$ cat src/rv_pkg.sv
package rv_pkg;

    // datapath and instruction widths
    localparam int XLEN   = 64;
    localparam int ILEN   = 32;
    localparam int NREGS  = 32;
    localparam int REG_AW = 5;

    // major opcodes, full seven bits
    localparam logic [6:0] OP_REG    = 7'b0110011;
    localparam logic [6:0] OP_REG_32 = 7'b0111011;
    localparam logic [6:0] OP_IMM    = 7'b0010011;
    localparam logic [6:0] OP_IMM_32 = 7'b0011011;
    localparam logic [6:0] OP_LOAD   = 7'b0000011;
    localparam logic [6:0] OP_STORE  = 7'b0100011;
    localparam logic [6:0] OP_BRANCH = 7'b1100011;
    localparam logic [6:0] OP_JAL    = 7'b1101111;
    localparam logic [6:0] OP_JALR   = 7'b1100111;
    localparam logic [6:0] OP_LUI    = 7'b0110111;
    localparam logic [6:0] OP_AUIPC  = 7'b0010111;

    // funct3 for the integer alu group
    // same codes for register and immediate forms
    localparam logic [2:0] F3_ADD_SUB = 3'b000;
    localparam logic [2:0] F3_SLL     = 3'b001;
    localparam logic [2:0] F3_SLT     = 3'b010;
    localparam logic [2:0] F3_SLTU    = 3'b011;
    localparam logic [2:0] F3_XOR     = 3'b100;
    localparam logic [2:0] F3_SRL_SRA = 3'b101;
    localparam logic [2:0] F3_OR      = 3'b110;
    localparam logic [2:0] F3_AND     = 3'b111;

    // alu operation select
    typedef enum logic [4:0] {
        ADD64 = 5'd0,
        SUB64 = 5'd1,
        SLL64 = 5'd2,
        SRL64 = 5'd3,
        SRA64 = 5'd4,
        ADD32 = 5'd5,
        SUB32 = 5'd6,
        SLL32 = 5'd7,
        SRL32 = 5'd8,
        SRA32 = 5'd9,
        SLT   = 5'd10,
        SLTU  = 5'd11,
        XOR   = 5'd12,
        OR    = 5'd13,
        AND   = 5'd14,
        // operand 2 straight through, lui
        SRC2  = 5'd15
    } alu_op_t;

    // immediate format, one-hot
    typedef enum logic [4:0] {
        IMM_NONE = 5'b00000,
        IMM_I    = 5'b00001,
        IMM_U    = 5'b00010,
        IMM_S    = 5'b00100,
        IMM_J    = 5'b01000,
        IMM_B    = 5'b10000
    } imm_fmt_t;

    // operand muxes in front of the alu
    typedef enum logic {
        SRC1_RS1 = 1'b0,
        SRC1_PC  = 1'b1
    } src1_sel_t;

    typedef enum logic [1:0] {
        SRC2_RS2  = 2'b00,
        SRC2_IMM  = 2'b01,
        SRC2_FOUR = 2'b10
    } src2_sel_t;

    // decoded controls, travels down the pipe
    typedef struct packed {
        src1_sel_t         src1_sel;
        src2_sel_t         src2_sel;
        alu_op_t           alu_op;
        logic              is_jal;
        logic              is_jalr;
        logic              is_brc;
        logic              is_load;
        logic              is_store;
        logic              rd_wen;
        logic [REG_AW-1:0] rd_addr;
        logic              illegal;
    } dec_ctrl_t;

    // id/ex payload
    typedef struct packed {
        logic [XLEN-1:0] pc;
        logic [XLEN-1:0] rs1_data;
        logic [XLEN-1:0] rs2_data;
        logic [XLEN-1:0] imm;
        dec_ctrl_t       ctrl;
    } id_ex_t;

endpackage

$ cat src/imm_gen.sv
`timescale 1ns/1ns

module imm_gen (
    input  logic [rv_pkg::ILEN-1:0] instr_i,
    input  rv_pkg::imm_fmt_t        imm_fmt_i,
    output logic [rv_pkg::XLEN-1:0] imm_o
);

    import rv_pkg::*;

    // sign bit always instruction bit 31
    logic sgn;

    assign sgn = instr_i[31];

    always_comb begin
        case (imm_fmt_i)
            IMM_I: begin
                imm_o = {{(XLEN-12){sgn}}, instr_i[31:20]};
            end
            IMM_S: begin
                imm_o = {{(XLEN-12){sgn}}, instr_i[31:25], instr_i[11:7]};
            end
            IMM_B: begin
                // bit 0 always zero
                imm_o = {{(XLEN-13){sgn}}, instr_i[31], instr_i[7],
                         instr_i[30:25], instr_i[11:8], 1'b0};
            end
            IMM_U: begin
                // upper 20 bits, low 12 zero
                imm_o = {{(XLEN-32){sgn}}, instr_i[31:12], 12'h000};
            end
            IMM_J: begin
                imm_o = {{(XLEN-21){sgn}}, instr_i[31], instr_i[19:12],
                         instr_i[20], instr_i[30:21], 1'b0};
            end
            default: begin
                // IMM_NONE or a broken code
                imm_o = '0;
            end
        endcase
    end

endmodule

$ cat config.mk
export PLATFORM = sky130hd
export DESIGN_NAME = imm_gen
export DESIGN_NICKNAME = d
export VERILOG_FILES = /design/src/rv_pkg.sv /design/src/imm_gen.sv
export SDC_FILE = /design/constraint.sdc
export NUM_CORES = 1
export LEC_CHECK = 0
export BUFFER_PORTS_ARGS = -buffer_cell sky130_fd_sc_hd__buf_2
export CAP_MARGIN = 20
export CORE_MARGIN = 2
export CORE_UTILIZATION = 39
export DETAILED_ROUTE_END_ITERATION = 6
export GPL_ROUTABILITY_DRIVEN = 0
export GPL_TIMING_DRIVEN = 0
export PLACE_DENSITY = 0.95
export SLEW_MARGIN = 30
export SYNTH_ARGS = -nofsm -noshare
export SYNTH_HDL_FRONTEND = slang
export SYNTH_SLANG_ARGS = --single-unit
$ cat constraint.sdc
create_clock -name vclk -period 2.5
set_input_delay 0.125 -clock vclk [all_inputs]
set_output_delay 0.125 -clock vclk [all_outputs]
set_load 0.005 [all_outputs]
# Word-level counts from Yosys, hierarchy flattened
# Index checks and enable logic that the tools add are counted.
[word_totals]
ff_bits = 0
in_bits = 37
word_cells = 6
[classes]
eq_ne = 5
n_mux = 1
[ops]
columns = ["operator", "n"]
rows = [
  ["64-bit one-hot mux with 5 select lines", 1],
  ["5-bit by 1-bit equality test with 1-bit output, second input constant", 1],
  ["5-bit by 2-bit equality test with 1-bit output, second input constant", 1],
  ["5-bit by 3-bit equality test with 1-bit output, second input constant", 1],
  ["5-bit by 4-bit equality test with 1-bit output, second input constant", 1],
  ["5-bit equality test, second input constant", 1],
]

# Depth between registers and ports, before layout
[depth]
depth_word = 2
ltp_mapped = 6

# Worst setup path after synthesis
# OpenSTA, ideal clock, no wires.
[synth_timing]
path_type = "in2out"
startpoint = "in imm_fmt_i[4]"
endpoint = "out imm_o[32] (netlist bit)"
arrival_time_ps = 1469
required_time_ps = 2375
path_slack_ps = 906
cell_stages = 6
path_buffers = 3
cell_sequence = "buf_6 > xor2_2 > o211ai_2 > buf_6 > nand3_2 > buf_4"
[synth_via]
elab_chain_cells = 2
word_cells_on_any_way = 6
cone_classes = "eq/ne: 5; mux: 1"
[synth_rtl]
columns = ["element", "line", "text"]
rows = [
  ["start: declaration", "imm_gen.sv:5", "input rv_pkg::imm_fmt_t imm_fmt_i,"],
  ["5-bit by 4-bit equality test with 1-bit output (tied with other cells)", "imm_gen.sv:17", "case (imm_fmt_i)"],
  ["64-bit one-hot mux with 5 select lines *", "imm_gen.sv:17", ""],
  ["end: declaration", "imm_gen.sv:6", "output logic [rv_pkg::XLEN-1:0] imm_o"],
]
# Every way passes the cells marked *; elsewhere a longest branch is shown, timed or not.

# Worst setup path in the final report
[layout_timing]
startpoint = "in imm_fmt_i[4]"
endpoint = "out imm_o[46] (netlist bit)"
# The elaborated chain is that of the path after synthesis.

==> results.sh <==
export IMPL_outcome="completed"
export IMPL_fin_tns_setup_ns=0
export IMPL_grt_ovfl_total=0
export IMPL_wl_per_cell_um=11.8
export IMPL_hold_violations=0
export IMPL_p_leak_nw=1.00
export IMPL_min_path_type="primary input to output pin"
export IMPL_rsz0062_at_grt="false"
export IMPL_p_seq_share_pct=0
export IMPL_fin_nets=250
export IMPL_register_area_um2=0
export IMPL_seq_cells=0
export IMPL_path_class="primary input to output pin"
export IMPL_grt_start_max_net_pins=34
export IMPL_final_cell_mix="96 x buf_2, 33 x buf_4, 15 x nand3_1"
export IMPL_power_frac_comb_pct=100.0
export IMPL_die_y_um=52.5
export IMPL_rows=17
export IMPL_grt_usage_pct=19.1
export IMPL_syn_to_final_growth_pct=54.5
export IMPL_tightestPinTransition_ns=0.540
export IMPL_p_int_mw=0.111
export IMPL_die_w_um=52.5
export IMPL_layout_drive_gt1_share_pct=73.9
export IMPL_first_global_vias=988
export IMPL_drt_first_iter_violations=15
export IMPL_ant_nets=0
export IMPL_preCtsSetupSlack_ns=0.501
export IMPL_route_detailed_drc=0
export IMPL_post_cts_setup_buffer_count=0
export IMPL_cts_resized=0
export IMPL_clockPowerShare_pct=0
export IMPL_setup_ws_ns=0.506
export IMPL_cts_hold_buf=0
export IMPL_die_area_um2=2760
export IMPL_switchingPower_mw=0.0937
export IMPL_synth_avg_cell_area_um2=7.78
export IMPL_fillers=236
export IMPL_swShare_pct=45.8
export IMPL_yosysUniqueCellTypes=30
export IMPL_drt_wl_total_um=2820
export IMPL_ys_seq_area_share_pct=0
export IMPL_cp_arrival_ns=1.87
export IMPL_io_pins=101
export IMPL_synth_nets=155
export IMPL_grt_pass1_wl_um=4240
export IMPL_whs_ns=0.510
export IMPL_cellPowerDensity_nw_per_um2=144
export IMPL_cap_violations=0
export IMPL_required_ns=2.38
export IMPL_fmax_mhz=502
export IMPL_slew_limit_headroom_pct=64.0
export IMPL_maxSlewViolCount=0
export IMPL_dr_total_vias=1138
export IMPL_cp_start_kind="primary input"
export IMPL_final_common_cell="buf_2"
export IMPL_fin_crit_ns=1.99
export IMPL_ys_warn_count=0
export IMPL_dr_pass1_iters=4
export IMPL_hpwl_um=2360
export IMPL_initial_utilization_pct=41.5
export IMPL_nClkBuffers=0
export IMPL_diodes=0
export IMPL_vdd_drop_max_uv=84.2
export IMPL_setup_viol=0
export IMPL_fin_util_pct=64.1
export IMPL_period_share_pct=79.8
export IMPL_postSynthCellCount=118
export IMPL_core_um2=2210
export IMPL_end_kind="output pin"
export IMPL_antenna_found_initial=0
export IMPL_portBuffers=93
export IMPL_viasPerCell=4.76
export IMPL_netlist_area_um2=918
export IMPL_cp_max_fo=33
## per-layer routing
metal	up-vias	global-route usage [%]	wire [µm]
li1	578	-	-
met1	525	22.7	1150
met2	33	37.9	1520
met3	2	1.14	137
met4	0	1.71	14
met5	-	0	0
## cell families (layout without fill, tap and decap cells)
kind of cell	Yosys count	in the layout	synth area share, %
and+or+nand+nor	45	45	36.5
xor gates and xnor gates	4	4	4.63
buffers and inverters	42	135	35.1
AOI/OAI and AO/OA	27	27	23.7
## worst paths after layout
kind              cells after the start         to          from
hold / removal                        3  imm_o[19]   instr_i[19]
setup / recovery                      8  imm_o[46]  imm_fmt_i[4]
## Yosys cell counts, types with 2 or more instances
cell | count | area share (%)
a211o_1 | 2 | 1.9
a21o_1 | 8 | 6.5
a21oi_1 | 6 | 3.3
a22o_1 | 4 | 3.8
buf_2 | 3 | 1.6
buf_4 | 33 | 27
buf_6 | 5 | 6.1
nand2b_1 | 6 | 4.1
nand3_1 | 15 | 8.2
nand3_2 | 10 | 11
nand3b_1 | 5 | 4.1
o211ai_2 | 2 | 2.7
xnor2_1 | 2 | 1.9
## worst max-delay path, stage by stage
cell	delay, ns
buf_2	0.11
buf_6	0.15
xor2_2	0.19
o211ai_2	0.20
buf_6	0.20
nand3_2	0.45
buf_4	0.32
buf_2	0.12
## power groups by stage
stage	combinational (mW)	clock [mW]	sequential, mW
2_1_floorplan	0.118	0	0
3_3_place_gp	0.201	0	0
3_5_place_dp	0.205	0	0
4_1_cts	0.206	0	0
5_1_grt	0.223	0	0
6_report	0.205	0	0
## area by class of cell
class              instances  area (µm²)  area share (%)
plain buffers             41         319            22.5
repair buffers            93         465            32.8
multi-input cells         76         596            42.0
inverters                  1        3.75           0.265
well taps                 28        35.0            2.47
## per-stage QoR
| stage | instance area, µm² | instances | power, mW |
|---|---|---|---|
| floorplan | 918 | 118 | 0.118 |
| global placement | 1420 | 239 | 0.201 |
| detailed placement | 1420 | 239 | 0.205 |
| CTS | 1420 | 239 | 0.206 |
| global route | 1420 | 239 | 0.223 |
| finish | 1420 | 239 | 0.205 |
No activity file was read; power rests on OpenSTA's default activity.
