$ cat src/rv_pkg.sv
package rv_pkg;

    // datapath and instruction widths
    localparam int XLEN   = 64;
    localparam int ILEN   = 32;
    localparam int NREGS  = 32;
    localparam int REG_AW = 5;

    // major opcodes, full seven bits
    localparam logic [6:0] OP_REG    = 7'b0110011;
    localparam logic [6:0] OP_REG_32 = 7'b0111011;
    localparam logic [6:0] OP_IMM    = 7'b0010011;
    localparam logic [6:0] OP_IMM_32 = 7'b0011011;
    localparam logic [6:0] OP_LOAD   = 7'b0000011;
    localparam logic [6:0] OP_STORE  = 7'b0100011;
    localparam logic [6:0] OP_BRANCH = 7'b1100011;
    localparam logic [6:0] OP_JAL    = 7'b1101111;
    localparam logic [6:0] OP_JALR   = 7'b1100111;
    localparam logic [6:0] OP_LUI    = 7'b0110111;
    localparam logic [6:0] OP_AUIPC  = 7'b0010111;

    // funct3 for the integer alu group
    // same codes for register and immediate forms
    localparam logic [2:0] F3_ADD_SUB = 3'b000;
    localparam logic [2:0] F3_SLL     = 3'b001;
    localparam logic [2:0] F3_SLT     = 3'b010;
    localparam logic [2:0] F3_SLTU    = 3'b011;
    localparam logic [2:0] F3_XOR     = 3'b100;
    localparam logic [2:0] F3_SRL_SRA = 3'b101;
    localparam logic [2:0] F3_OR      = 3'b110;
    localparam logic [2:0] F3_AND     = 3'b111;

    // alu operation select
    typedef enum logic [4:0] {
        ADD64 = 5'd0,
        SUB64 = 5'd1,
        SLL64 = 5'd2,
        SRL64 = 5'd3,
        SRA64 = 5'd4,
        ADD32 = 5'd5,
        SUB32 = 5'd6,
        SLL32 = 5'd7,
        SRL32 = 5'd8,
        SRA32 = 5'd9,
        SLT   = 5'd10,
        SLTU  = 5'd11,
        XOR   = 5'd12,
        OR    = 5'd13,
        AND   = 5'd14,
        // operand 2 straight through, lui
        SRC2  = 5'd15
    } alu_op_t;

    // immediate format, one-hot
    typedef enum logic [4:0] {
        IMM_NONE = 5'b00000,
        IMM_I    = 5'b00001,
        IMM_U    = 5'b00010,
        IMM_S    = 5'b00100,
        IMM_J    = 5'b01000,
        IMM_B    = 5'b10000
    } imm_fmt_t;

    // operand muxes in front of the alu
    typedef enum logic {
        SRC1_RS1 = 1'b0,
        SRC1_PC  = 1'b1
    } src1_sel_t;

    typedef enum logic [1:0] {
        SRC2_RS2  = 2'b00,
        SRC2_IMM  = 2'b01,
        SRC2_FOUR = 2'b10
    } src2_sel_t;

    // decoded controls, travels down the pipe
    typedef struct packed {
        src1_sel_t         src1_sel;
        src2_sel_t         src2_sel;
        alu_op_t           alu_op;
        logic              is_jal;
        logic              is_jalr;
        logic              is_brc;
        logic              is_load;
        logic              is_store;
        logic              rd_wen;
        logic [REG_AW-1:0] rd_addr;
        logic              illegal;
    } dec_ctrl_t;

    // id/ex payload
    typedef struct packed {
        logic [XLEN-1:0] pc;
        logic [XLEN-1:0] rs1_data;
        logic [XLEN-1:0] rs2_data;
        logic [XLEN-1:0] imm;
        dec_ctrl_t       ctrl;
    } id_ex_t;

endpackage

$ cat src/rv_decoder.sv
`timescale 1ns/1ns

module rv_decoder (
    input  logic [rv_pkg::ILEN-1:0] instr_i,
    output rv_pkg::dec_ctrl_t       ctrl_o,
    output rv_pkg::imm_fmt_t        imm_fmt_o
);

    import rv_pkg::*;

    // instruction fields
    logic [6:0]        opcode;
    logic [2:0]        funct3;
    logic              funct7_b5;
    logic [REG_AW-1:0] rd;
    // bit 3 of the opcode marks the 32-bit W forms
    logic              is_w;

    assign opcode    = instr_i[6:0];
    assign funct3    = instr_i[14:12];
    assign funct7_b5 = instr_i[30];
    assign rd        = instr_i[11:7];
    assign is_w      = instr_i[3];

    // alu op for the integer group shared by R and I forms
    // sub only exists in register form but sra in both
    function automatic alu_op_t alu_sel(
        input logic [2:0] f3,
        input logic       b5,
        input logic       w,
        input logic       reg_form
    );
        alu_op_t op;
        op = ADD64;
        case (f3)
            F3_ADD_SUB: begin
                if (reg_form && b5) begin
                    op = w ? SUB32 : SUB64;
                end else begin
                    op = w ? ADD32 : ADD64;
                end
            end
            F3_SLL: begin
                op = w ? SLL32 : SLL64;
            end
            F3_SLT: begin
                op = SLT;
            end
            F3_SLTU: begin
                op = SLTU;
            end
            F3_XOR: begin
                op = XOR;
            end
            F3_SRL_SRA: begin
                // arithmetic shift picked by funct7 bit 5
                if (b5) begin
                    op = w ? SRA32 : SRA64;
                end else begin
                    op = w ? SRL32 : SRL64;
                end
            end
            F3_OR: begin
                op = OR;
            end
            F3_AND: begin
                op = AND;
            end
        endcase
        return op;
    endfunction

    always_comb begin
        // defaults are add on rs1 and rs2 with no immediate and all flags low
        ctrl_o          = '0;
        ctrl_o.src1_sel = SRC1_RS1;
        ctrl_o.src2_sel = SRC2_RS2;
        ctrl_o.alu_op   = ADD64;
        ctrl_o.rd_addr  = rd;
        imm_fmt_o       = IMM_NONE;
        case (opcode)
            OP_REG, OP_REG_32: begin
                ctrl_o.alu_op = alu_sel(funct3, funct7_b5, is_w, 1'b1);
                ctrl_o.rd_wen = 1'b1;
            end
            OP_IMM, OP_IMM_32: begin
                ctrl_o.alu_op   = alu_sel(funct3, funct7_b5, is_w, 1'b0);
                ctrl_o.src2_sel = SRC2_IMM;
                ctrl_o.rd_wen   = 1'b1;
                imm_fmt_o       = IMM_I;
            end
            OP_LOAD: begin
                // address = rs1 + imm
                ctrl_o.src2_sel = SRC2_IMM;
                ctrl_o.is_load  = 1'b1;
                ctrl_o.rd_wen   = 1'b1;
                imm_fmt_o       = IMM_I;
            end
            OP_STORE: begin
                ctrl_o.src2_sel = SRC2_IMM;
                ctrl_o.is_store = 1'b1;
                imm_fmt_o       = IMM_S;
            end
            OP_BRANCH: begin
                // compare happens on rs1/rs2 later
                ctrl_o.is_brc = 1'b1;
                imm_fmt_o     = IMM_B;
            end
            OP_JAL: begin
                // link value pc + 4
                ctrl_o.src1_sel = SRC1_PC;
                ctrl_o.src2_sel = SRC2_FOUR;
                ctrl_o.is_jal   = 1'b1;
                ctrl_o.rd_wen   = 1'b1;
                imm_fmt_o       = IMM_J;
            end
            OP_JALR: begin
                ctrl_o.src1_sel = SRC1_PC;
                ctrl_o.src2_sel = SRC2_FOUR;
                ctrl_o.is_jalr  = 1'b1;
                ctrl_o.rd_wen   = 1'b1;
                imm_fmt_o       = IMM_I;
            end
            OP_LUI: begin
                ctrl_o.src2_sel = SRC2_IMM;
                ctrl_o.alu_op   = SRC2;
                ctrl_o.rd_wen   = 1'b1;
                imm_fmt_o       = IMM_U;
            end
            OP_AUIPC: begin
                ctrl_o.src1_sel = SRC1_PC;
                ctrl_o.src2_sel = SRC2_IMM;
                ctrl_o.rd_wen   = 1'b1;
                imm_fmt_o       = IMM_U;
            end
            default: begin
                // unknown opcode never writes back
                ctrl_o.illegal = 1'b1;
            end
        endcase
        // writes to x0 dropped here
        if (rd == '0) begin
            ctrl_o.rd_wen = 1'b0;
        end
    end

endmodule

$ cat config.mk
export PLATFORM = sky130hd
export DESIGN_NAME = rv_decoder
export DESIGN_NICKNAME = d
export VERILOG_FILES = /design/src/rv_pkg.sv /design/src/rv_decoder.sv
export SDC_FILE = /design/constraint.sdc
export NUM_CORES = 1
export LEC_CHECK = 0
export ABC_AREA = 0
export CORE_AREA = 2 2 39 41
export DETAILED_ROUTE_END_ITERATION = 10
export DIE_AREA = 0 0 41 43
export DONT_BUFFER_PORTS = 1
export SLEW_MARGIN = 15
export SYNTH_ARGS = -nofsm -noshare
export SYNTH_HDL_FRONTEND = slang
export SYNTH_SLANG_ARGS = --single-unit
$ cat constraint.sdc
create_clock -name vclk -period 3.24
set_clock_uncertainty 0.05 [all_clocks]
set_input_delay 0.486 -clock vclk [all_inputs]
set_output_delay 0.486 -clock vclk [all_outputs]
set_load 0.05 [all_outputs]
# == Word level (Yosys, flattened, before mapping) ==
# Cells that the tools add are included.
# totals
register_bits,0
in_bits,32
out_inout_bits,25
wordCells,50
# op_classes
eq_ne,18
mux,21
reduce_logical,11
# op_table
operator,n
$pmux 5 s8,2
$eq 7x6->1 const B,4
$pmux 5 s5,1
$eq 7x5->1 const B,3
$eq 7x7->1 const B,3
$pmux 5 s3,1
$eq 3x3->1 const B,4
$mux 3,4
$mux 4,3
$reduce_or 11->1,1
$mux 1,9
$reduce_or 9->1,1
$reduce_or 2->1,4
$eq 7x2->1 const B,1
$eq 3x2->1 const B,2
$reduce_or 6->1,1
$logic_not 5->1,1
$pmux 2 s2,1
$reduce_or 4->1,1
$eq 3x1->1 const B,1
$logic_not 3->1,1
$reduce_or 3->1,1

# == Longest topological paths before layout ==
# depth
word_depth,4
mapped_depth,6
depth_no_buf,5

# == Least setup slack after synthesis ==
# Ideal clock, no wire load.
# synth_path
path_type,input to output
from,input instr_i[3] (netlist name)
to,output ctrl_o[17] (netlist name)
t_arrival_ns,3.307
required_time_ns,2.704
path_slack_ns,-0.603
cell_stages,3
path_buffers,1
cell_sequence,clkbuf_1 nand2b_1 a2111oi_0
# synth_lines
element,line,rtl
"start, declared",rv_decoder.sv:4,"input logic [rv_pkg::ILEN-1:0] instr_i,"
"end, declared",rv_decoder.sv:5,"output rv_pkg::dec_ctrl_t ctrl_o,"

==> run_summary.xml <==
<?xml version="1.0" encoding="UTF-8"?>
<metrics>
  <group name="cts">
    <metric name="postCtsSetupBuffers" unit="">0</metric>
    <metric name="ctsHoldBuffers" unit="">0</metric>
    <metric name="post_cts.resized_instances" unit="">0</metric>
  </group>
  <group name="grt">
    <metric name="overflow" unit="">0</metric>
    <metric name="grt_max_degree" unit="">15</metric>
    <metric name="grt_usage" unit="">0.136</metric>
    <metric name="number_of_global_route_vias_before_repair" unit="">439</metric>
    <metric name="grt_first_pass_wirelength" unit="microns">1850</metric>
    <metric name="antenna_found_initial" unit="">0</metric>
  </group>
  <group name="detailed_routing">
    <metric name="post-route-drc-count" unit="">0</metric>
    <metric name="detail_route.iter0.violations" unit="">12</metric>
    <metric name="firstDrtPassIters" unit="">4</metric>
    <metric name="postRouteWirelength" unit="microns">1210</metric>
    <metric name="drt.antenna.violating_nets" unit="">0</metric>
    <metric name="detail_routed_via_count_per_cell" unit="">6.02</metric>
    <metric name="dr_total_vias" unit="">572</metric>
    <metric name="wire_per_inst" unit="microns">12.7</metric>
  </group>
  <group name="place">
    <metric name="place_inst" unit="">95</metric>
    <metric name="port-buffer-count" unit="">0</metric>
    <metric name="dpl_cell_area" unit="sq um">582</metric>
    <metric name="dp_hpwl" unit="microns">963</metric>
    <metric name="gp_congestion" unit="">0.753</metric>
  </group>
  <group name="floorplan">
    <metric name="initial_core_utilization" unit="">0.367</metric>
    <metric name="ioPinCount" unit="">57</metric>
    <metric name="die-height" unit="microns">43</metric>
    <metric name="core" unit="sq um">1380</metric>
    <metric name="die_outline_area" unit="sq um">1760</metric>
    <metric name="fp.dieW" unit="microns">41</metric>
    <metric name="fp-row-count" unit="">14</metric>
  </group>
  <group name="synthesis">
    <metric name="synth-simple-area-share" unit="">0.461</metric>
    <metric name="yosys-top-cells-area" unit="">buf_4 12%, nand2b_1 8.6%, ha_1 7.4%</metric>
    <metric name="ys.warnings.count" unit="">0</metric>
    <metric name="synth_area_leader_cell" unit="">buf_4</metric>
    <metric name="yosys-mux-area-fraction" unit="">0</metric>
    <metric name="syn-instance-count" unit="">78</metric>
    <metric name="ys_types" unit="">34</metric>
    <metric name="synthDominantCellAreaShare" unit="">0.118</metric>
    <metric name="postSynthNetCount" unit="">113</metric>
    <metric name="synth_compound_area_frac" unit="">0.278</metric>
    <metric name="postSynthAreaPerCell" unit="sq um">6.51</metric>
    <metric name="synth.cell_area" unit="sq um">508</metric>
    <metric name="seq_area_frac_synth" unit="">0</metric>
    <metric name="synth_fa_ha_area_frac" unit="">0.0739</metric>
    <metric name="xor_xnor_share_of_the_synthesized_area" unit="">0</metric>
    <metric name="synth_top_family_by_area" unit="">simple AND/OR/NAND/NOR gates</metric>
  </group>
  <group name="power">
    <metric name="cellPowerDensity" unit="nW/um^2">84.5</metric>
    <metric name="fin_total_pwr" unit="W">0.0000491</metric>
    <metric name="leakagePower" unit="nW">0.257</metric>
    <metric name="ir_drop" unit="uV">39.6</metric>
  </group>
  <group name="layout">
    <metric name="n_sequential_cell" unit="">0</metric>
    <metric name="fin_nets" unit="">116</metric>
    <metric name="seqCellArea" unit="sq um">0</metric>
    <metric name="layout.clock_buffers" unit="">0</metric>
    <metric name="layout.cells.most_common_list" unit="">12 x buf_4, 7 x nand2b_1, 5 x nor2_1</metric>
    <metric name="summed_area_of_non_filler_cells_in_the_final_layout" unit="sq um">582</metric>
    <metric name="syn2layout_area_growth" unit="%">14.5</metric>
    <metric name="post_route_cells_drive_above_1_share" unit="">0.278</metric>
    <metric name="leading_cell_type_in_the_layout_fill_and_taps_excluded" unit="">buf_4</metric>
    <metric name="fillCellCount" unit="">147</metric>
    <metric name="final_cell_count_no_fill" unit="">95</metric>
    <metric name="antenna_cells_inserted" unit="">0</metric>
  </group>
  <group name="sta">
    <metric name="fin_tns_setup" unit="ns">0</metric>
    <metric name="finalSetupViolations" unit="">0</metric>
    <metric name="worst_rel_slew_slack" unit="">0.398</metric>
    <metric name="unrepaired_setup_endpoints_after_global_routing" unit="">no</metric>
    <metric name="timing.final.max_slew_violations" unit="">0</metric>
    <metric name="tightest_slew" unit="ns">0.900</metric>
    <metric name="layout_worst_path_cycle_share" unit="">0.739</metric>
    <metric name="post-route-min-period" unit="ns">2.39</metric>
    <metric name="max_freq" unit="MHz">418</metric>
    <metric name="hold_viol" unit="">0</metric>
  </group>
  <group name="worst_setup_path">
    <metric name="crit_path_category" unit="">input port to output port</metric>
    <metric name="worst-endpoint-required" unit="ns">2.70</metric>
    <metric name="setup.worst_path.end_class" unit="">output port</metric>
    <metric name="worst_ep_arrival_time" unit="ns">1.86</metric>
    <metric name="crit_path_max_fanout" unit="">14</metric>
    <metric name="crit_path_start_kind" unit="">input port</metric>
  </group>
  <group name="min_path">
    <metric name="type_of_the_worst_min_delay_path" unit="">input port to output port</metric>
    <metric name="whs_path_depth" unit="">0</metric>
    <metric name="worst_hold_path.endpoint" unit="">ctrl_o[2]</metric>
    <metric name="timing.hold.worst.start" unit="">instr_i[8]</metric>
  </group>
  <group name="flow_run">
    <metric name="drv.max_cap_violation_count" unit="">0</metric>
  </group>
  <group name="outcome">
    <metric name="status" unit="">finished clean</metric>
  </group>
</metrics>
[logic make-up (layout without fill, tap and decap cells)]
| logic type | after synthesis | after routing |
|---|---|---|
| other | 1 | 1 |
| buffers and inverters | 16 | 17 |
| AOI/OAI and AO/OA | 20 | 20 |
| adders and majority gates | 3 | 3 |
| and+or+nand+nor | 38 | 38 |
[report_power, final]
part           switching [W]  internal (W)   total, W  leakage, nW
registers                  0             0          0            0
logic              0.0000300     0.0000191  0.0000491        0.257
clock network              0             0          0            0
total              0.0000300     0.0000191  0.0000491        0.257
[worst max-delay path, cell delays in order]
cell     delay [ns]
inv_1          0.03
ha_1           0.29
or3b_2         0.44
o211a_1        0.15
o41ai_2        0.21
buf_4          0.25
[synth_stat cells, drive strengths merged (2+ instances only)]
| cell | count |
|---|---|
| buf | 9 |
| nand2b | 7 |
| nor2 | 5 |
| a21oi | 4 |
| and2 | 4 |
| inv | 4 |
| nand2 | 4 |
| nor3 | 4 |
| clkbuf | 3 |
| ha | 3 |
| o21ai | 3 |
| o31ai | 3 |
| or4 | 3 |
| a2111oi | 2 |
| a211oi | 2 |
| and3 | 2 |
[per-stage QoR]
stage / util / hold slack [ns] / setup WS, ns
floorplan: - / 1.09 / 0.0554
global placement: 0.420 / 0.923 / 0.879
detailed placement: 0.420 / 0.923 / 0.862
CTS: 0.420 / 0.923 / 0.839
global route: 0.420 / 0.922 / 0.782
finish: 0.420 / 0.922 / 0.845
[how the worst max path moves through the flow]
stage | start | end | slack [ns] | depth (start not counted)
6_report | instr_i[3] | ctrl_o[12] | 0.85 | 6
3_3_place_gp | instr_i[3] | ctrl_o[12] | 0.88 | 6
4_1_cts | instr_i[3] | ctrl_o[12] | 0.84 | 6
3_5_place_dp | instr_i[3] | ctrl_o[12] | 0.86 | 6
5_1_grt | instr_i[3] | ctrl_o[12] | 0.78 | 6
2_1_floorplan | instr_i[3] | ctrl_o[17] | 0.06 | 3
[area by class of cell]
class	instances	area [sq um]	area share
Multi-Input combinational cell	62	445	0.766
Timing Repair Buffer	13	101	0.174
Tap cell	16	20.0	0.0344
Inverter	4	15.0	0.0258
[routing by layer]
| layer | global-route usage | vias up | share of wire |
|---|---|---|---|
| met1 | 0.199 | 263 | 0.42 |
| met5 | 0 | - | 0 |
| met3 | 0.00524 | 0 | 0.11 |
| met4 | 0 | 0 | 0 |
| met2 | 0.225 | 31 | 0.47 |
| li1 | - | 278 | - |
Note: power is estimated with default switching activity, not from simulation.
