<file path="src/rv_pkg.sv">
package rv_pkg;

    // datapath and instruction widths
    localparam int XLEN   = 64;
    localparam int ILEN   = 32;
    localparam int NREGS  = 32;
    localparam int REG_AW = 5;

    // major opcodes, full seven bits
    localparam logic [6:0] OP_REG    = 7'b0110011;
    localparam logic [6:0] OP_REG_32 = 7'b0111011;
    localparam logic [6:0] OP_IMM    = 7'b0010011;
    localparam logic [6:0] OP_IMM_32 = 7'b0011011;
    localparam logic [6:0] OP_LOAD   = 7'b0000011;
    localparam logic [6:0] OP_STORE  = 7'b0100011;
    localparam logic [6:0] OP_BRANCH = 7'b1100011;
    localparam logic [6:0] OP_JAL    = 7'b1101111;
    localparam logic [6:0] OP_JALR   = 7'b1100111;
    localparam logic [6:0] OP_LUI    = 7'b0110111;
    localparam logic [6:0] OP_AUIPC  = 7'b0010111;

    // funct3 for the integer alu group
    // same codes for register and immediate forms
    localparam logic [2:0] F3_ADD_SUB = 3'b000;
    localparam logic [2:0] F3_SLL     = 3'b001;
    localparam logic [2:0] F3_SLT     = 3'b010;
    localparam logic [2:0] F3_SLTU    = 3'b011;
    localparam logic [2:0] F3_XOR     = 3'b100;
    localparam logic [2:0] F3_SRL_SRA = 3'b101;
    localparam logic [2:0] F3_OR      = 3'b110;
    localparam logic [2:0] F3_AND     = 3'b111;

    // alu operation select
    typedef enum logic [4:0] {
        ADD64 = 5'd0,
        SUB64 = 5'd1,
        SLL64 = 5'd2,
        SRL64 = 5'd3,
        SRA64 = 5'd4,
        ADD32 = 5'd5,
        SUB32 = 5'd6,
        SLL32 = 5'd7,
        SRL32 = 5'd8,
        SRA32 = 5'd9,
        SLT   = 5'd10,
        SLTU  = 5'd11,
        XOR   = 5'd12,
        OR    = 5'd13,
        AND   = 5'd14,
        // operand 2 straight through, lui
        SRC2  = 5'd15
    } alu_op_t;

    // immediate format, one-hot
    typedef enum logic [4:0] {
        IMM_NONE = 5'b00000,
        IMM_I    = 5'b00001,
        IMM_U    = 5'b00010,
        IMM_S    = 5'b00100,
        IMM_J    = 5'b01000,
        IMM_B    = 5'b10000
    } imm_fmt_t;

    // operand muxes in front of the alu
    typedef enum logic {
        SRC1_RS1 = 1'b0,
        SRC1_PC  = 1'b1
    } src1_sel_t;

    typedef enum logic [1:0] {
        SRC2_RS2  = 2'b00,
        SRC2_IMM  = 2'b01,
        SRC2_FOUR = 2'b10
    } src2_sel_t;

    // decoded controls, travels down the pipe
    typedef struct packed {
        src1_sel_t         src1_sel;
        src2_sel_t         src2_sel;
        alu_op_t           alu_op;
        logic              is_jal;
        logic              is_jalr;
        logic              is_brc;
        logic              is_load;
        logic              is_store;
        logic              rd_wen;
        logic [REG_AW-1:0] rd_addr;
        logic              illegal;
    } dec_ctrl_t;

    // id/ex payload
    typedef struct packed {
        logic [XLEN-1:0] pc;
        logic [XLEN-1:0] rs1_data;
        logic [XLEN-1:0] rs2_data;
        logic [XLEN-1:0] imm;
        dec_ctrl_t       ctrl;
    } id_ex_t;

endpackage

</file>
<file path="src/id_ex_reg.sv">
`timescale 1ns/1ns

module id_ex_reg (
    input  logic           clk,
    input  logic           reset_i,
    input  logic           stall_i,
    input  logic           flush_i,
    input  logic           valid_i,
    input  rv_pkg::id_ex_t data_i,
    output logic           valid_o,
    output rv_pkg::id_ex_t data_o
);

    import rv_pkg::*;

    logic   valid_q;
    id_ex_t data_q;

    // valid bit: reset, flush, stall, load
    always_ff @(posedge clk) begin
        if (reset_i) begin
            valid_q <= 1'b0;
        end else if (flush_i) begin
            valid_q <= 1'b0;
        end else if (!stall_i) begin
            valid_q <= valid_i;
        end
    end

    // payload follows the stall only
    // contents after a flush are dont-care
    always_ff @(posedge clk) begin
        if (reset_i) begin
            data_q <= '0;
        end else if (!stall_i) begin
            data_q <= data_i;
        end
    end

    assign valid_o = valid_q;
    assign data_o  = data_q;

endmodule

</file>
<file path="config.mk">
export PLATFORM = sky130hd
export DESIGN_NAME = id_ex_reg
export DESIGN_NICKNAME = d
export VERILOG_FILES = /design/src/rv_pkg.sv /design/src/id_ex_reg.sv
export SDC_FILE = /design/constraint.sdc
export NUM_CORES = 1
export LEC_CHECK = 0
export ABC_AREA = 1
export BUFFER_PORTS_ARGS = -buffer_cell sky130_fd_sc_hd__buf_2
export CORE_AREA = 2 2 217 219
export DETAILED_ROUTE_END_ITERATION = 10
export DIE_AREA = 0 0 219 221
export GPL_ROUTABILITY_DRIVEN = 0
export PLACE_DENSITY = 0.6
export SYNTH_ARGS = -nofsm -noshare
export SYNTH_HDL_FRONTEND = slang
export SYNTH_SLANG_ARGS = --single-unit
</file>
<file path="constraint.sdc">
create_clock -name clk -period 0.8 [get_ports clk]
set_input_delay 0.04 -clock clk [delete_from_list [all_inputs] [get_ports clk]]
set_output_delay 0.04 -clock clk [all_outputs]
set_load 0.005 [all_outputs]
</file>
# Word level (Yosys, flattened, before mapping)
# Cells that the tools add are included.
[classes]
addsub = 0
n_mul = 0
div = 0
n_lt_le_gt_ge = 0
n_eq_ne = 0
n_shift = 0
muxes = 0
n_bitwise = 0
reduce_logical = 1
[ops]
columns = ["op", "count"]
rows = [
  ["OR reduction 2 bit", 1],
]
[word_totals]
regBits = 277
latch_bits = 0
ram_bits = 0
rom_bits = 0
input_bits = 281
out_inout_bits = 277
word_cells = 17
mem_count = 0

# Logic depth before layout (Yosys ltp)
# Gate-level depths: netlist of the first run.
[logic_depth]
ltp_word = 1
depth_mapped = 6
depth_no_buf = 4

# Worst setup path before layout of the first run
# No wires, ideal clock.
[synth_path]
path_kind = "input-to-reg"
start = "input port stall_i"
end = "register data_q (netlist bit data_o[112])"
setup_ps = 113
t_arrival_ps = 717
required_ps = 687
slack_ps = -30
cell_stages = 6
path_buffers = 4
cell_sequence = "buf_2 > buf_4 > buf_6 > buf_4 > nor2_1 > nor2_1"
[synth_lines]
columns = ["element", "line", "text"]
rows = [
  ["start, declared", "id_ex_reg.sv:6", "input logic stall_i,"],
  ["end signal, assigned", "id_ex_reg.sv:36", "data_q <= data_i;"],
  ["end, declared", "id_ex_reg.sv:17", "id_ex_t data_q;"],
]

# Final worst setup path of the first run
[layout_path]
start = "register data_q (netlist bit data_o[10])"
end = "output port data_o[10] (netlist bit)"
[layout_lines]
columns = ["element", "line", "text"]
rows = [
  ["end, declared", "id_ex_reg.sv:11", "output rv_pkg::id_ex_t data_o"],
]
# No word-level cell between the ends.

==> key figures, run 1 <==
Power and ir drop
  • Power Internal: 27.4 mW
  • Comb pwr share: 0.195
  • Switching pwr: 9.63 mW
  • Clock Power Share: 0.383
  • Worst vdd ir: 1670 µV
  • PD cells: 1770 nW/µm²
  • Sequential share of power: 0.422
  • Leakage power: 11.0 nW
  • Switch share: 0.260

Yosys
  • Syn nets: 2037
  • Post-Syn Area: 11200 µm²
  • Cells after synthesis: 1756
  • Register area share after synthesis: 0.493
  • Synth area leader: dfxtp_1
  • Asr flop ratio synth: 0
  • Post-synth top area share: 0.493
  • Netlist cell types: 9
  • Ys flop type: dfxtp_1
  • Post-synth EDFFs: 0
  • FF+latch count, synth: 277
  • Yosys Warn Count: 0
  • Mean Syn Cell Area: 6.40 µm²
  • Count leader, synth: nor2_1
  • Synth top cells by count: nor2_1 (555), nand2_1 (554), dfxtp_1 (277), inv_1 (277), buf_2 (77)
  • Area contributors post-synth: dfxtp_1 (49%), nor2_1 (19%), nand2_1 (18%), inv_1 (9.2%), buf_2 (3.4%)

Floorplan
  • Core box area: 46100 µm²
  • Die W: 219 µm
  • Die ar.: 48400 µm²
  • Std cell rows: 79
  • Vert. Die Dim: 221 µm
  • # IOs: 558
  • Starting Density: 0.244

Setup path
  • Data arrival, critical path: 1.05 ns
  • Critical Path RT: 0.76 ns
  • Buf/Inv on CP: 1
  • Worst path cell trace: buf_6
  • R2R cell count: 5
  • CP Class: reg -> out
  • Instance count on the critical path: 1
  • CP top delay family: flip-flops
  • R2r setup slk: 0.01 ns
  • Crit-path max FO: 2
  • CP endpoint kind: output pin
  • Critical Path End: data_o[10]
  • Crit path from: data_o[10]
  • FF-to-FF End: data_o[241]
  • R2R Path Start: data_o[241]
  • Slowest CP cell: dfxtp_4
  • Crit path largest cell delay: 0.39 ns
  • CP startpoint kind: register

CTS
  • Clk pin slew, worst setup/hold paths: 0.06 ns
  • Clk Tree Root Cell: clkbuf_16
  • TritonCTS clock tree: built
  • Worst-Skew Late Latency: 0.58 ns
  • CTS buffer count: 31
  • CTS sink cnt: 277
  • CTS Buffer Depth: 3
  • H-tree levels: 1

Global route
  • Number of global-route vias before repair: 12900
  • Tot GR Track Use: 0.159
  • Met3 GRT Util: 0.0458
  • Largest net degree at the start of global routing: 53
  • Total gr overflow: 0
  • Initial antenna violation count: 1
  • GRT busiest layer: met2
  • GR Util met1: 0.173
  • Met2 usage: 0.286
  • First-pass GRT wire length: 63.1 mm

Finish
  • Filler cells: 4246
  • Total Nets Final: 2937
  • Antenna diode count: 0
  • Layout area overhead: 86.3%
  • Layout cell share with drive strength beyond 1: 0.376
  • Post-layout util: 0.455

STA
  • Final Cycle Share: 1.37
  • Skew final: 0 ns
  • Fin. max-slew vios: 0
  • Setup WS post-layout: -0.295 ns
  • Slew margin rel.: 0.723
  • Maximum operating frequency: 913 MHz
  • Hold Vio Cnt, Final: 0
  • Setup violations, final: 277
  • Final Critical Period: 1.09 ns
  • Hold slack: 0.00557 ns
  • Worst slew pin tran: 0.415 ns
  • RSZ-0062 raised after global routing: yes

Worst hold path
  • Hold crit path type: in -> reg

Placed design
  • Post-DP HPWL: 26.1 mm
  • Dpl ws: -0.135 ns
  • Port bufs: 557

Routing
  • DR vias/cell: 3.98
  • Vias: 13100
  • Routed wire length: 43.3 mm
  • WL per Instance: 13.2 µm
  • Routed Antenna Nets: 0
  • Drt pass-1 iters: 4
  • DRC: 0
  • 1st-iter DRT viols: 588

Status
  • Failing checks: setup timing
  • Status: finished, violations left

Job
  • Max cap viols: 0
stage by stage:
step	std cells	power [mW]	TNS, ns	instance area (µm²)
after floorplan	1756	18.0	0	11300
after global placement	2905	20.4	-18.32	15000
after detailed placement	2905	20.4	-20.31	15000
after CTS	3259	36.8	-89.55	20300
after global routing	3285	38.8	-78.26	20900
final	3285	37.0	-66.75	20900
worst reg2reg max path, cell delays in order (launching register included):
cell     delay [ns]
dfxtp_2        0.32
buf_4          0.13
inv_2          0.05
nand2_2        0.07
nand2_2        0.08
nor2_2         0.04
per-layer routing:
| layer | vias to the layer above | part of all wire |
|---|---|---|
| li1 | 6749 | - |
| met1 | 5736 | 0.39 |
| met2 | 477 | 0.49 |
| met3 | 98 | 0.083 |
| met4 | 0 | 0.034 |
| met5 | - | 0 |
power by group through the flow:
stage | Combinational, mW | Clock, mW | Sequential [mW]
floorplan | 2.31 | 0 | 15.6
global placement | 4.90 | 0 | 15.5
detailed placement | 4.89 | 0 | 15.5
CTS | 6.67 | 14.6 | 15.6
global route | 7.98 | 15.1 | 15.7
finish | 7.23 | 14.2 | 15.6
cell usage in the layout (no fill, tap or decap):
cell            instances
buf_16                  2
nand2_2                 3
nor2_1                553
inv_2                   5
clkinvlp_4              1
dlymetal6s4s_1          2
clkbuf_8               10
buf_6                 201
dfxtp_4                 2
clkbuf_1                3
buf_2                 359
clkbuf_16              34
nor2_2                  2
bufinv_16               2
dlygate4sd3_1         290
clkinv_2                9
buf_4                  90
nand2_1               551
buf_12                 12
dfxtp_1                 1
dfxtp_2               274
inv_1                 272
final cells by class:
| class | count | area (µm²) | share of cell area |
|---|---|---|---|
| repair buffers | 959 | 8030 | 0.384 |
| multi-input cells | 1109 | 4180 | 0.199 |
| inverters | 278 | 1070 | 0.0511 |
| flip-flops and latches | 277 | 5900 | 0.282 |
| clock buffers | 44 | 925 | 0.0442 |
| well taps | 607 | 759 | 0.0363 |
| clock inverters | 11 | 82.6 | 0.00394 |
cells by family (layout without fill, tap and decap cells):
logic type             count (synthesis)  after routing  synth area share
flip-flops                           277            277             0.493
AND/OR/NAND/NOR                     1109           1109             0.370
buffers and inverters                370           1292             0.136
registers in the layout, summed over array words and instances, names as in the netlist:
register,cells
valid_o,1
data_o,276
worst min-delay path by stage:
stage / start / end / depth (start not counted)
after global placement: data_i[115] / data_o[115] / 3
after floorplan: data_i[0] / data_o[0] / 2
after global routing: stall_i / data_o[268] / 4
final: stall_i / data_o[268] / 4
after detailed placement: data_i[23] / data_o[23] / 3
after CTS: stall_i / data_o[263] / 4
what timing repair did:
action | in CTS | in global routing
pin swaps | 0 | 5
setup buffers | 9 | 24
resized for setup | 420 | 75
hold buffers | 290 | 3
endpoints found under the setup margin | 277 | 552
gates cloned | 0 | 3
hold endpoints to repair | 277 | 6
No activity file was read; power rests on OpenSTA's default activity.
==> run 2, diff against run 1 <==
--- a/config.mk
+++ b/config.mk
@@ -5,13 +5,12 @@
 export SDC_FILE = /design/constraint.sdc
 export NUM_CORES = 1
 export LEC_CHECK = 0
-export ABC_AREA = 1
 export BUFFER_PORTS_ARGS = -buffer_cell sky130_fd_sc_hd__buf_2
 export CORE_AREA = 2 2 217 219
 export DETAILED_ROUTE_END_ITERATION = 10
 export DIE_AREA = 0 0 219 221
 export GPL_ROUTABILITY_DRIVEN = 0
-export PLACE_DENSITY = 0.6
+export PLACE_DENSITY = 0.57
 export SYNTH_ARGS = -nofsm -noshare
 export SYNTH_HDL_FRONTEND = slang
 export SYNTH_SLANG_ARGS = --single-unit
==> key figures, run 2 <==
Setup path
  • Worst path cell trace: buf_2
  • Slowest CP cell: dfxtp_2
  • FF-to-FF End: data_o[105]
  • CP Class: reg -> out
  • Instance count on the critical path: 1 (unchanged)
  • Buf/Inv on CP: 1 (unchanged)
  • CP startpoint kind: register
  • R2R Path Start: data_o[105]
  • Crit-path max FO: 2 (unchanged)
  • Critical Path RT: 0.76 ns (about the same)
  • R2r setup slk: -0.06 ns (-0.07 ns)
  • Data arrival, critical path: 1.05 ns (about the same)
  • CP endpoint kind: output pin
  • CP top delay family: flip-flops
  • Crit path largest cell delay: 0.36 ns (-0.03 ns)
  • R2R cell count: 3 (-2)

Yosys
  • Asr flop ratio synth: 0 (unchanged)
  • FF+latch count, synth: 277 (unchanged)
  • Ys flop type: dfxtp_1
  • Yosys Warn Count: 0 (unchanged)
  • Cells after synthesis: 893 (-49%)
  • Mean Syn Cell Area: 11.1 µm² (+74%)
  • Netlist cell types: 10 (+1)
  • Post-synth top area share: 0.558 (+0.0646)
  • Synth area leader: dfxtp_1
  • Synth top cells by count: dfxtp_1 (277), mux2i_1 (277), nor2_1 (276), buf_8 (24), buf_2 (22)
  • Register area share after synthesis: 0.558 (+0.0646)
  • Post-Syn Area: 9940 µm² (-12%)
  • Area contributors post-synth: dfxtp_1 (56%), mux2i_1 (28%), nor2_1 (10%), buf_8 (3.6%), buf_2 (1.1%)
  • Syn nets: 1174 (-42%)
  • Post-synth EDFFs: 0 (unchanged)

CTS
  • Clk Tree Root Cell: clkbuf_16
  • CTS buffer count: 31 (unchanged)
  • H-tree levels: 1 (unchanged)
  • CTS Buffer Depth: 3 (unchanged)
  • CTS sink cnt: 277 (unchanged)
  • Clk pin slew, worst setup/hold paths: 0.06 ns (about the same)
  • TritonCTS clock tree: built
  • Worst-Skew Late Latency: 0.56 ns (-0.02 ns)

Finish
  • Commonest non-fill, non-tap cell in the layout: buf_2
  • Post-layout util: 0.422 (-0.0325)
  • Most frequent cells in the layout: buf_2 (362), dlygate4sd3_1 (281), nor2_1 (276)
  • Register area: 5900 µm² (about the same)
  • Max reg flops: 276 (unchanged)
  • Total Nets Final: 2088 (-29%)
  • Fin area: 19400 µm² (-7.1%)
  • Filler cells: 4184 (-1.5%)
  • Layout cell share with drive strength beyond 1: 0.546 (+0.170)
  • Multi-input logic area: 3860 µm² (-7.5%)
  • Layout area overhead: 95.6%

Floorplan
  • Die ar.: 48400 µm² (unchanged)
  • # IOs: 558 (unchanged)
  • Starting Density: 0.216 (-0.0283)
  • Std cell rows: 79 (unchanged)
  • Core box area: 46100 µm² (unchanged)
  • Vert. Die Dim: 221 µm (unchanged)
  • Die W: 219 µm (unchanged)

Global route
  • Met2 usage: 0.269 (-0.0169)
  • GR Util met1: 0.153 (-0.0195)
  • Largest net degree at the start of global routing: 50 (-5.7%)
  • Total gr overflow: 0 (unchanged)
  • Number of global-route vias before repair: 10600 (-18%)
  • Tot GR Track Use: 0.146 (-0.0127)
  • Initial antenna violation count: 2 (+1)
  • Met3 GRT Util: 0.0371 (-0.00866)
  • First-pass GRT wire length: 56.6 mm (-10%)
  • GRT busiest layer: met2

STA
  • Fin. max-slew vios: 0 (unchanged)
  • Maximum operating frequency: 915 MHz (+0.15%)
  • Final Cycle Share: 1.37 (-0.00208)
  • Hold slack: 0.102 ns (+0.0964 ns)
  • RSZ-0062 raised after global routing: yes
  • Final Critical Period: 1.09 ns (-0.00166 ns)
  • Setup WS post-layout: -0.293 ns (+0.00166 ns)
  • Hold Vio Cnt, Final: 0 (unchanged)
  • Setup violations, final: 280 (+1.1%)
  • Worst slew pin tran: 0.249 ns (-0.166 ns)
  • Skew final: 0 ns (unchanged)
  • Slew margin rel.: 0.834 (+0.111)
  • Setup TNS: -67.15 ns (-0.397 ns)

Routing
  • DR vias/cell: 4.12 (+3.5%)
  • Routed wire length: 39.2 mm (-9.4%)
  • WL per Instance: 16.1 µm (+22%)
  • Vias: 10000 (-23%)
  • 1st-iter DRT viols: 286 (-51%)
  • DRC: 0 (unchanged)
  • Routed Antenna Nets: 0 (unchanged)
  • Drt pass-1 iters: 4 (unchanged)

Job
  • Max cap viols: 0 (unchanged)

Power and ir drop
  • PD cells: 1870 nW/µm² (+5.6%)
  • Worst vdd ir: 1850 µV (+11%)
  • Leakage power: 9.55 nW (-14%)

Worst hold path
  • Hold path depth: 5 (+1)
  • Hold endpoint: data_o[68]
  • Worst Hold Launch: stall_i
  • Hold crit path type: in -> reg

Placed design
  • Dpl cell area: 13600 µm² (-9.4%)
  • Port bufs: 557 (unchanged)
  • Post-DP HPWL: 24.7 mm (-5.3%)

Status
  • Status: finished, violations left
  • Failing checks: setup timing
[run 2: final cells by class]
| cell class | count | area share |
|---|---|---|
| antenna | 2 | 0.000257 |
| clock buffer | 45 | 0.0472 |
| clock inverter | 12 | 0.00791 |
| multi-input combinational | 554 | 0.199 |
| sequential | 277 | 0.303 |
| tap | 607 | 0.0391 |
| timing repair buffer | 943 | 0.404 |
[run 2: how the worst max path moves through the flow]
stage / from / to / slack, ns
6_report: data_o[114] / data_o[114] / -0.29
5_1_grt: data_o[114] / data_o[114] / -0.33
4_1_cts: data_o[72] / data_o[72] / -0.33
3_5_place_dp: stall_i / data_o[93] / -0.16
3_3_place_gp: stall_i / data_o[102] / -0.13
2_1_floorplan: stall_i / data_o[100] / 0.007
[run 2: report_power, final]
part | internal [mW] | switching (mW)
logic | 3.81 | 2.28
clock network | 8.92 | 5.91
registers | 14.8 | 0.595
[run 2: repair_timing]
| action | 4_1_cts | 5_1_grt |
|---|---|---|
| gates resized for setup | 400 | 88 |
| endpoints found under the hold margin | 277 | 0 |
| pin swaps | 0 | 2 |
| setup endpoints to repair | 277 | 284 |
| gates cloned | 0 | 0 |
| setup buffers | 19 | 22 |
| hold buffers | 281 | 0 |
[run 2: kinds of logic (layout without fill, tap and decap cells)]
group | count (synthesis) | count (layout) | share of synthesized area
buffers and inverters | 62 | 1000 | 0.0585
other | 0 | 2 | 0
multiplexers | 277 | 277 | 0.279
flip-flops | 277 | 277 | 0.558
AND/OR/NAND/NOR | 277 | 277 | 0.105
[run 2: through the flow]
stage,total power [mW],std cells,worst slack [ns]
after floorplan,17.2,893,0.00739
after detailed placement,19.3,2059,-0.161
after CTS,36.1,2416,-0.326
after global routing,37.8,2440,-0.328
final,36.3,2440,-0.293
after global placement,19.3,2059,-0.132
[run 2: worst min-delay path, cell delays in order]
cell,delay (ns)
buf_8,0.08
buf_12,0.18
buf_4,0.17
mux2i_1,0.07
nor2_1,0.07
[run 2: layer usage]
metal,part of all wire,vias up
met5,0,-
li1,-,4780
met1,0.36,4743
met4,0.044,0
met2,0.52,412
met3,0.075,107
==> run 3, diff against run 2 <==
--- a/config.mk
+++ b/config.mk
@@ -10,7 +10,7 @@
 export DETAILED_ROUTE_END_ITERATION = 10
 export DIE_AREA = 0 0 219 221
 export GPL_ROUTABILITY_DRIVEN = 0
-export PLACE_DENSITY = 0.57
+export PLACE_DENSITY = 0.55
 export SYNTH_ARGS = -nofsm -noshare
 export SYNTH_HDL_FRONTEND = slang
 export SYNTH_SLANG_ARGS = --single-unit
==> constraint.sdc (replaced) <==
create_clock -name clk -period 1.05 [get_ports clk]
set_input_delay 0.0525 -clock clk [delete_from_list [all_inputs] [get_ports clk]]
set_output_delay 0.0525 -clock clk [all_outputs]
set_load 0.005 [all_outputs]
==> key figures, run 3 (synthesis results as in run 2) <==
Global route
  • Initial antenna violation count: 1 (-1)
  • Number of global-route vias before repair: 10300 (-2.7%)
  • Tot GR Track Use: 0.139 (-0.00694)
  • Largest net degree at the start of global routing: 30 (-40%)
  • First-pass GRT wire length: 54.1 mm (-4.5%)
  • Total gr overflow: 0 (unchanged)

Setup path
  • Critical Path RT: 1.00 ns (+0.24 ns)
  • CP top delay family: flip-flops
  • CP startpoint kind: register
  • Slowest CP cell: dfxtp_2
  • CP endpoint kind: output pin
  • Critical Path End: data_o[221]
  • R2R cell count: 3 (unchanged)
  • Worst path cell trace: buf_2
  • Instance count on the critical path: 1 (unchanged)
  • CP Class: reg -> out
  • FF-to-FF End: data_o[36]
  • Crit-path max FO: 2 (unchanged)
  • R2R Path Start: data_o[36]
  • R2r setup slk: 0.23 ns (+0.29 ns)
  • Buf/Inv on CP: 1 (unchanged)
  • Crit path largest cell delay: 0.36 ns (about the same)
  • Data arrival, critical path: 1.04 ns (about the same)
  • Crit path from: data_o[221]

Power and ir drop
  • Total power draw: 26.3 mW (-28%)
  • Leakage power: 9.41 nW (-1.5%)
  • PD cells: 1380 nW/µm² (-26%)
  • Worst vdd ir: 1120 µV (-40%)

Finish
  • Fin area: 19100 µm² (-1.8%)
  • Register area: 5900 µm² (about the same)
  • Most frequent cells in the layout: buf_2 (372), dlygate4sd3_1 (280), mux2i_1 (276), nor2_1 (276), dfxtp_2 (272)
  • Layout cell share with drive strength beyond 1: 0.534 (-0.0111)
  • Final Non-Filler Cells: 2421 (-0.78%)
  • Total Nets Final: 2073 (-0.72%)
  • Multi-input logic area: 3820 µm² (-1.2%)
  • Layout area overhead: 92.0%
  • Max reg flops: 276 (unchanged)
  • Commonest non-fill, non-tap cell in the layout: buf_2
  • Filler cells: 4205 (+0.50%)

Routing
  • Routed Antenna Nets: 0 (unchanged)
  • Routed wire length: 37.4 mm (-4.7%)
  • 1st-iter DRT viols: 271 (-5.2%)
  • Drt pass-1 iters: 4 (unchanged)
  • DR vias/cell: 4.07 (-1.0%)
  • DRC: 0 (unchanged)
  • WL per Instance: 15.4 µm (-4.0%)
  • Vias: 9862 (-1.8%)

Job
  • Max cap viols: 0 (unchanged)

Status
  • Failing checks: setup timing
  • Status: finished, violations left

CTS
  • Clk pin slew, worst setup/hold paths: 0.06 ns (about the same)
  • TritonCTS clock tree: built
  • Clk Tree Root Cell: clkbuf_16
  • CTS sink cnt: 277 (unchanged)
  • H-tree levels: 1 (unchanged)
  • CTS buffer count: 30 (-3.2%)
  • Worst-Skew Late Latency: 0.55 ns (about the same)
  • CTS Buffer Depth: 3 (unchanged)

STA
  • Final Cycle Share: 1.04
  • Worst slew pin tran: 0.223 ns (-0.0258 ns)
  • Setup TNS: -0.615 ns (+66.54 ns)
  • Fin. max-slew vios: 0 (unchanged)
  • Final Critical Period: 1.09 ns
  • RSZ-0062 raised after global routing: yes
  • Setup WS post-layout: -0.0385 ns (+0.255 ns)
  • Maximum operating frequency: 919 MHz
  • Slew margin rel.: 0.847 (+0.0129)
  • Hold slack: 0.189 ns (+0.0866 ns)
  • Setup violations, final: 51 (-82%)
  • Hold Vio Cnt, Final: 0 (unchanged)
  • Skew final: 0 ns (unchanged)

Floorplan
  • Die ar.: 48400 µm² (unchanged)
  • Core box area: 46100 µm² (unchanged)
  • # IOs: 558 (unchanged)
  • Vert. Die Dim: 221 µm (unchanged)
  • Die W: 219 µm (unchanged)
  • Std cell rows: 79 (unchanged)
  • Starting Density: 0.216 (unchanged)

Placed design
  • Post-DP HPWL: 23.8 mm (-3.9%)
  • Dpl cell area: 13500 µm² (-0.72%)
  • Port bufs: 557 (unchanged)
  • Post-Place Cells: 2051 (-0.39%)

Worst hold path
  • Hold crit path type: in -> reg
-- run 3: metal layers --
layer | track usage | up-vias | wire (µm)
li1 | - | 4756 | -
met1 | 0.141 | 4582 | 13700
met2 | 0.261 | 416 | 19000
met3 | 0.0362 | 108 | 2890
met4 | 0.0665 | 0 | 1700
met5 | 0 | - | 0
-- run 3: worst min-delay path, stage by stage --
cell           delay, ns
dlygate4sd3_1       0.51
buf_2               0.10
nor3_1              0.04
-- run 3: layout make-up --
cell class / instances / share of cell area
clock buffers: 45 / 0.0450
diodes: 1 / 0.000131
multi-input cells: 554 / 0.200
clock inverters: 8 / 0.00374
repair buffers: 929 / 0.402
flip-flops and latches: 277 / 0.309
well taps: 607 / 0.0398
-- run 3: metrics by stage --
stage                     worst slack, ns   util
after global routing              -0.0883  0.414
after global placement             0.0702  0.294
after floorplan                     0.196      -
after detailed placement           0.0456  0.294
after CTS                         -0.0968  0.401
final                             -0.0385  0.414
-- run 3: how the worst min path moves through the flow --
stage	cells after the start	start	slack [ns]	endpoint
finish	3	flush_i	0.19	valid_o
global route	3	flush_i	0.20	valid_o
CTS	3	flush_i	0.15	valid_o
detailed placement	2	flush_i	0.23	valid_o
global placement	2	flush_i	0.22	valid_o
floorplan	1	flush_i	0.13	valid_o
-- run 3: timing repair --
item	CTS	global route
gates resized for setup	395	83
hold buffers	280	0
hold endpoints to repair	277	0
setup endpoints to repair	277	305
setup buffers	15	21
-- run 3: where the power goes --
part / switching [mW] / leakage, nW / internal, mW / total, mW
logic: 1.67 / 6.56 / 2.83 / 4.50
registers: 0.448 / 2.39 / 11.3 / 11.7
clock network: 4.22 / 0.455 / 5.85 / 10.1
total: 6.34 / 9.41 / 19.9 / 26.3
